<file path="src/verilog/cache_settings.svh">
`ifndef CACHE_SETTINGS_SVH
`define CACHE_SETTINGS_SVH

// address split: tag | index | byte offset
`define CACHE_ADDR_W    16
`define CACHE_DATA_W    16
`define CACHE_TAG_W     5
`define CACHE_INDEX_W   8
`define CACHE_OFFSET_W  3

// main memory
`define MEM_WORDS       32768
// cycles from read strobe to data on the bus
`define MEM_LATENCY     2

`endif

</file>
<file path="src/verilog/cache_pkg.sv">
`default_nettype none

`include "cache_settings.svh"

package cache_pkg;

    typedef logic [`CACHE_ADDR_W-1:0]   addr_t;
    typedef logic [`CACHE_DATA_W-1:0]   data_t;
    typedef logic [`CACHE_TAG_W-1:0]    tag_t;
    typedef logic [`CACHE_INDEX_W-1:0]  index_t;
    typedef logic [`CACHE_OFFSET_W-1:0] offset_t;

    // controller to way
    typedef struct packed {
        logic    enable;
        logic    comp;
        logic    write;
        logic    valid_in;
        index_t  index;
        offset_t offset;
        tag_t    tag;
        data_t   data;
    } way_req_t;

    // way to controller
    typedef struct packed {
        logic  hit;
        logic  dirty;
        logic  valid;
        tag_t  tag;
        data_t data;
    } way_rsp_t;

    typedef struct packed {
        logic  wr;
        logic  rd;
        addr_t addr;
        data_t data;
    } mem_req_t;

    // order matters, the controller derives word numbers from it
    typedef enum logic [3:0] {
        idle, comp_rd, comp_wr,
        wb_0, wb_1, wb_2, wb_3,
        fill_0, fill_1, fill_2, fill_3, fill_4, fill_5,
        done
    } cntrl_state_e;

endpackage

`default_nettype wire

</file>
<file path="src/verilog/cache_cntrl_assoc.sv">
`timescale 1ns/1ns
`default_nettype none

`include "cache_settings.svh"

module cache_cntrl_assoc (
    input  wire                      clk,
    input  wire                      arst_n,
    input  wire cache_pkg::addr_t    addr,
    input  wire cache_pkg::data_t    data_in,
    input  wire                      rd,
    input  wire                      wr,
    input  wire cache_pkg::way_rsp_t way0_rsp,
    input  wire cache_pkg::way_rsp_t way1_rsp,
    output cache_pkg::way_req_t      way0_req,
    output cache_pkg::way_req_t      way1_req,
    output cache_pkg::mem_req_t      mem_req,
    input  wire cache_pkg::data_t    mem_data,
    output cache_pkg::data_t         data_out,
    output logic                     done,
    output logic                     stall,
    output logic                     cache_hit
);

    cache_pkg::cntrl_state_e state;
    cache_pkg::cntrl_state_e nxt_state;
    cache_pkg::tag_t         req_tag;
    cache_pkg::index_t       req_index;
    cache_pkg::offset_t      req_offset;
    cache_pkg::way_req_t     way_req;
    cache_pkg::way_rsp_t     vict_rsp;
    cache_pkg::data_t        data_q;

    logic       accept;
    logic       hit0;
    logic       hit1;
    logic       any_hit;
    logic       vict_way;
    logic       vict_dirty;
    logic       victim_q;
    logic       way_sel;
    logic       op_wr;
    logic       way_wr;
    logic       wr_way;
    logic       fill_wr;
    logic       fill_match;
    logic       rd_capture;
    logic [1:0] wb_word;
    logic [1:0] rd_word;
    logic [1:0] fill_word;

    assign req_tag    = addr[`CACHE_ADDR_W-1 -: `CACHE_TAG_W];
    assign req_index  = addr[`CACHE_OFFSET_W +: `CACHE_INDEX_W];
    assign req_offset = addr[`CACHE_OFFSET_W-1:0];

    assign accept = (state == cache_pkg::idle) && (rd || wr);

    assign hit0    = way0_rsp.hit & way0_rsp.valid;
    assign hit1    = way1_rsp.hit & way1_rsp.valid;
    assign any_hit = hit0 | hit1;

    // invalid way wins, way 0 first; else the victim bit
    assign vict_way   = !way0_rsp.valid ? 1'b0 : (!way1_rsp.valid ? 1'b1 : victim_q);
    assign vict_dirty = vict_way ? (way1_rsp.valid & way1_rsp.dirty)
                                 : (way0_rsp.valid & way0_rsp.dirty);
    assign vict_rsp   = way_sel ? way1_rsp : way0_rsp;

    // word numbers follow the state order
    assign wb_word    = 2'(state - cache_pkg::wb_0);
    assign rd_word    = 2'(state - cache_pkg::fill_0);
    assign fill_word  = 2'(state - cache_pkg::fill_2);
    assign fill_match = (fill_word == req_offset[`CACHE_OFFSET_W-1:1]);
    assign rd_capture = fill_wr & ~op_wr & fill_match;

    always_comb begin
        nxt_state      = state;
        way_req        = '0;
        way_req.index  = req_index;
        way_req.tag    = req_tag;
        way_req.offset = req_offset;
        way_req.data   = data_in;
        way_wr         = 1'b0;
        wr_way         = 1'b0;
        fill_wr        = 1'b0;
        mem_req        = '0;
        done           = 1'b0;
        stall          = 1'b1;
        cache_hit      = 1'b0;

        case (state)
            cache_pkg::idle: begin
                stall = 1'b0;
                if (accept) begin
                    nxt_state = rd ? cache_pkg::comp_rd : cache_pkg::comp_wr;
                end
            end
            cache_pkg::comp_rd, cache_pkg::comp_wr: begin
                way_req.enable = 1'b1;
                way_req.comp   = 1'b1;
                // write hit goes only to the matching way
                way_wr = (state == cache_pkg::comp_wr) & any_hit;
                wr_way = hit1;
                if (any_hit) begin
                    nxt_state = cache_pkg::done;
                end else if (vict_dirty) begin
                    nxt_state = cache_pkg::wb_0;
                end else begin
                    nxt_state = cache_pkg::fill_0;
                end
            end
            cache_pkg::wb_0, cache_pkg::wb_1, cache_pkg::wb_2, cache_pkg::wb_3: begin
                way_req.enable = 1'b1;
                way_req.offset = {wb_word, 1'b0};
                mem_req.wr     = 1'b1;
                mem_req.addr   = {vict_rsp.tag, req_index, wb_word, 1'b0};
                mem_req.data   = vict_rsp.data;
                nxt_state      = cache_pkg::cntrl_state_e'(state + 1);
            end
            cache_pkg::fill_0, cache_pkg::fill_1, cache_pkg::fill_2,
            cache_pkg::fill_3, cache_pkg::fill_4, cache_pkg::fill_5: begin
                if (state <= cache_pkg::fill_3) begin
                    mem_req.rd   = 1'b1;
                    mem_req.addr = {req_tag, req_index, rd_word, 1'b0};
                end
                // returning words land MEM_LATENCY cycles later
                if (state >= cache_pkg::fill_2) begin
                    fill_wr          = 1'b1;
                    way_wr           = 1'b1;
                    wr_way           = way_sel;
                    way_req.enable   = 1'b1;
                    way_req.valid_in = 1'b1;
                    way_req.offset   = {fill_word, 1'b0};
                    way_req.data     = (op_wr && fill_match) ? data_in : mem_data;
                end
                if (state == cache_pkg::fill_5) begin
                    // last word as compare write so a write miss leaves the line dirty
                    way_req.comp = op_wr;
                    done         = 1'b1;
                    nxt_state    = cache_pkg::idle;
                end else begin
                    nxt_state = cache_pkg::cntrl_state_e'(state + 1);
                end
            end
            cache_pkg::done: begin
                done      = 1'b1;
                cache_hit = 1'b1;
                nxt_state = cache_pkg::idle;
            end
            default: begin
                nxt_state = cache_pkg::idle;
            end
        endcase
    end

    always_comb begin
        way0_req       = way_req;
        way1_req       = way_req;
        way0_req.write = way_wr & ~wr_way;
        way1_req.write = way_wr & wr_way;
    end

    always_ff @(posedge clk or negedge arst_n) begin
        if (!arst_n) begin
            state    <= cache_pkg::idle;
            victim_q <= 1'b0;
            way_sel  <= 1'b0;
            op_wr    <= 1'b0;
        end else begin
            state <= nxt_state;
            if (accept) begin
                victim_q <= ~victim_q;
                op_wr    <= ~rd;
            end
            if (state == cache_pkg::comp_rd || state == cache_pkg::comp_wr) begin
                way_sel <= vict_way;
            end
        end
    end

    // read word holder
    always_ff @(posedge clk) begin
        if (state == cache_pkg::comp_rd) begin
            data_q <= hit1 ? way1_rsp.data : way0_rsp.data;
        end else if (rd_capture) begin
            data_q <= mem_data;
        end
    end

    // last fill word is passed straight through
    assign data_out = rd_capture ? mem_data : data_q;

endmodule

`default_nettype wire

</file>
<file path="config.mk">
export PLATFORM = sky130hd
export DESIGN_NAME = cache_cntrl_assoc
export DESIGN_NICKNAME = d
export VERILOG_FILES = /design/src/verilog/cache_pkg.sv /design/src/verilog/cache_cntrl_assoc.sv
export VERILOG_INCLUDE_DIRS = /design/src /design/src/verilog
export SDC_FILE = /design/constraint.sdc
export NUM_CORES = 1
export LEC_CHECK = 0
export BUFFER_PORTS_ARGS = -buffer_cell sky130_fd_sc_hd__buf_4
export CAP_MARGIN = 25
export CORE_AREA = 2 2 88 90
export CTS_CLUSTER_DIAMETER = 40
export DETAILED_ROUTE_END_ITERATION = 8
export DIE_AREA = 0 0 90 92
export PLACE_DENSITY_LB_ADDON = 0.12
export RECOVER_POWER = 25
export SYNTH_ARGS = -nofsm -noshare
export SYNTH_HDL_FRONTEND = slang
export SYNTH_SLANG_ARGS = --single-unit
</file>
<file path="constraint.sdc">
create_clock -name clk -period 2.6 [get_ports clk]
set_input_delay 0 -clock clk [delete_from_list [all_inputs] [get_ports clk]]
set_output_delay 0 -clock clk [all_outputs]
set_load 0.02 [all_outputs]
</file>
==> reports/metrics.cfg <==
[power_and_ir_drop]
switching_power_uw=2640
totalPowerFinal_uw=5000
p_int_uw=2360
clkPwrFrac_pct=4.6
p_per_area_nw_per_um2=1170
max-vdd-ir-drop_uv=500
p_comb_share_pct=82.1
p_leak_uw=0.00213
sequentialPowerShare_pct=13.3
switching_share_pct=52.7

[worst_hold_path]
min_from=way0_rsp[21]
hold_path_class=in -> reg
whs_path_depth=3
whs_endpoint=way_sel

[floorplan]
rows=32
die-area_um2=8280
core_um2=7450
die_y_um=92
ios=225
fp.dieW_um=90
start_util_pct=39.1

[sta]
maxSlewViolCount=0
tightest_slew_ps=778
grt_setup_unrepaired=no
whs_ps=16.1
relSlewSlack_pct=47.6
fin_worst_skew_ps=7.64
setup_violations=0
hold_viol=0
tns_ps=0
period_needed_ps=2480
finalCritPeriodShare_pct=95.5
fmax_ghz=0.403

[yosys]
synthTopCellsByCount=buf_4 (50), mux2i_1 (38), nor2_1 (31)
ys.warnings.count=0
synth-seq-cells=23
ys_seq_area_share_pct=17.0
yosysUniqueCellTypes=51
avgSynthCellArea_um2=7.89
synthFlopType=dfxtp_1
yosys.area.top_type=mux2i_1
synth_edf_count=0
syn_area_um2=2910
synth.top_cell.area_share_pct=13.1
netlist_instances=369
synthArstFlopShare_pct=30.4
syn-num-nets=473
synth_area_leaders=mux2i_1 (13%), buf_4 (13%), dfxtp_1 (11%), dfrtp_1 (6.0%), mux2_4 (5.2%)
synth.most_common_cell=buf_4

[setup_path]
critPathKind=reg -> out
cp.arrival_ps=2480
cp-startpoint=state[1]
r2r-start=state[1]
rr_worst_depth=6
critPathMaxFanout=12
worst-r2r-setup-slack_ps=430
end_kind=output port
cp-start-kind=register
required_ps=2600
rr_endpoint=data_q[3]

[finish]
fill_cells=735
fin_cells=635
syn_to_final_growth_pct=46.9
n_antenna_cell=0
nNetsFinal=638
drive_above_1_share_pct=45.0
multiInputGateArea_um2=1820
final_core_util_pct=57.5
register_area_um2=497

[clock_network]
clock_latency_ps=270
root_buffer=clkbuf_8
htreeDepth=1
clkTransAtPathRegs_ps=90
clock-sinks=23
cts_setup_buffers=0
cts_buffers=3
cts_buffer_depth=2
cts_tree=done

[run_status]
status=completed

[routing]
drt_iter0_drc=120
num_vias=3293
drt-vias-per-instance=5.19
drtAntennaViolNets=0
wl_per_cell_um=15.3
drcViolationCount=0
drt_wl_total_um=9740
first_pass_iters=4

[run]
cap_violations=0

[global_routing]
grt_usage_pct=22.2
antenna_found_initial=0
grt_overflow_total=0
grt_pass1_vias=3107
grt_pass1_wl_um=15400
grt_max_degree=49

[placed_design]
place_congestion=0.903
post-dp-hpwl_um=7540
numPortBuffers=223
dp.cells=627

sequential cells by signal, summed over array words and instances, names as in the netlist:
| register | count |
|---|---|
| way_sel | 1 |
| victim_q | 1 |
| op_wr | 1 |
| state | 4 |
| data_q | 16 |
placed cells by master, fill, tap and decap left out, types with 4 or more instances in the layout:
cell type	n
nor2_1	31
buf_4	208
o22ai_1	5
dfxtp_1	16
o21ai_1	4
mux2_2	7
inv_1	26
o31ai_1	17
nand2_1	9
o31a_1	16
a21oi_1	4
nor2b_1	4
mux2i_1	38
nand3_1	4
and2_1	13
mux2_4	10
clkbuf_1	27
a22oi_1	16
dfrtp_1	6
o21ai_0	22
power by group through the flow:
stage	sequential (uW)	clock, uW	combinational [uW]
after detailed placement	660	0	4060
after CTS	660	237	4120
after floorplan	597	0	2820
after global routing	686	250	4420
final	665	231	4100
after global placement	666	0	4020
metal layers:
| layer | global-route usage, % | vias up | share of wire, % |
|---|---|---|---|
| li1 | - | 1594 | - |
| met1 | 27.3 | 1534 | 40 |
| met2 | 40.2 | 157 | 51 |
| met3 | 4.52 | 8 | 8.5 |
| met4 | 4.36 | 0 | 1.1 |
| met5 | 0 | - | 0 |
worst max-delay path, stage by stage (launching register included):
cell and delay [ps]:
dfrtp_2 410, inv_1 80, ha_1 320, xnor2_2 190, or4_4 650, o21ai_0 280, o31ai_1 120, buf_4 180
kinds of logic (layout without fill, tap and decap cells):
logic type	after synthesis	in the layout	synth area share, %
DFF	23	23	17.0
muxes	55	55	20.9
adders and majority gates	4	4	1.72
buffers and inverters	107	269	21.8
xor gates and xnor gates	4	4	1.20
AOI/OAI and AO/OA	104	104	25.3
other	1	1	0.129
and+or+nand+nor	71	73	11.9
how the worst max path moves through the flow:
stage	to	slack, ps	cells after the start
after floorplan	way1_req[21]	170	8
after global placement	data_out[1]	340	7
after detailed placement	data_out[13]	300	7
after CTS	data_out[13]	60	7
after global routing	data_out[6]	2	7
final	data_out[3]	120	7
area by class of cell:
class,instances,share of cell area [%]
timing repair buffer,237,39.3
inverter,28,2.46
sequential,23,11.6
multi-input combinational,241,42.5
clock buffer,3,0.965
clock inverter,1,0.117
tap,102,2.98
per-stage QoR:
stage | area, um2 | setup WS [ps]
after CTS | 4370 | 58.7
after detailed placement | 4280 | 298
after global placement | 4280 | 344
after floorplan | 2910 | 167
after global routing | 4280 | 1.66
final | 4280 | 117
timing repair:
| item | in CTS | in global routing |
|---|---|---|
| gates resized for setup | 3 | 7 |
| hold buffers | 2 | 0 |
| gates cloned | 2 | 0 |
| setup endpoints to repair | 6 | 50 |
| pin swaps | 1 | 4 |
| endpoints found under the hold margin | 8 | 0 |
Power figures use the tool's default switching activity.
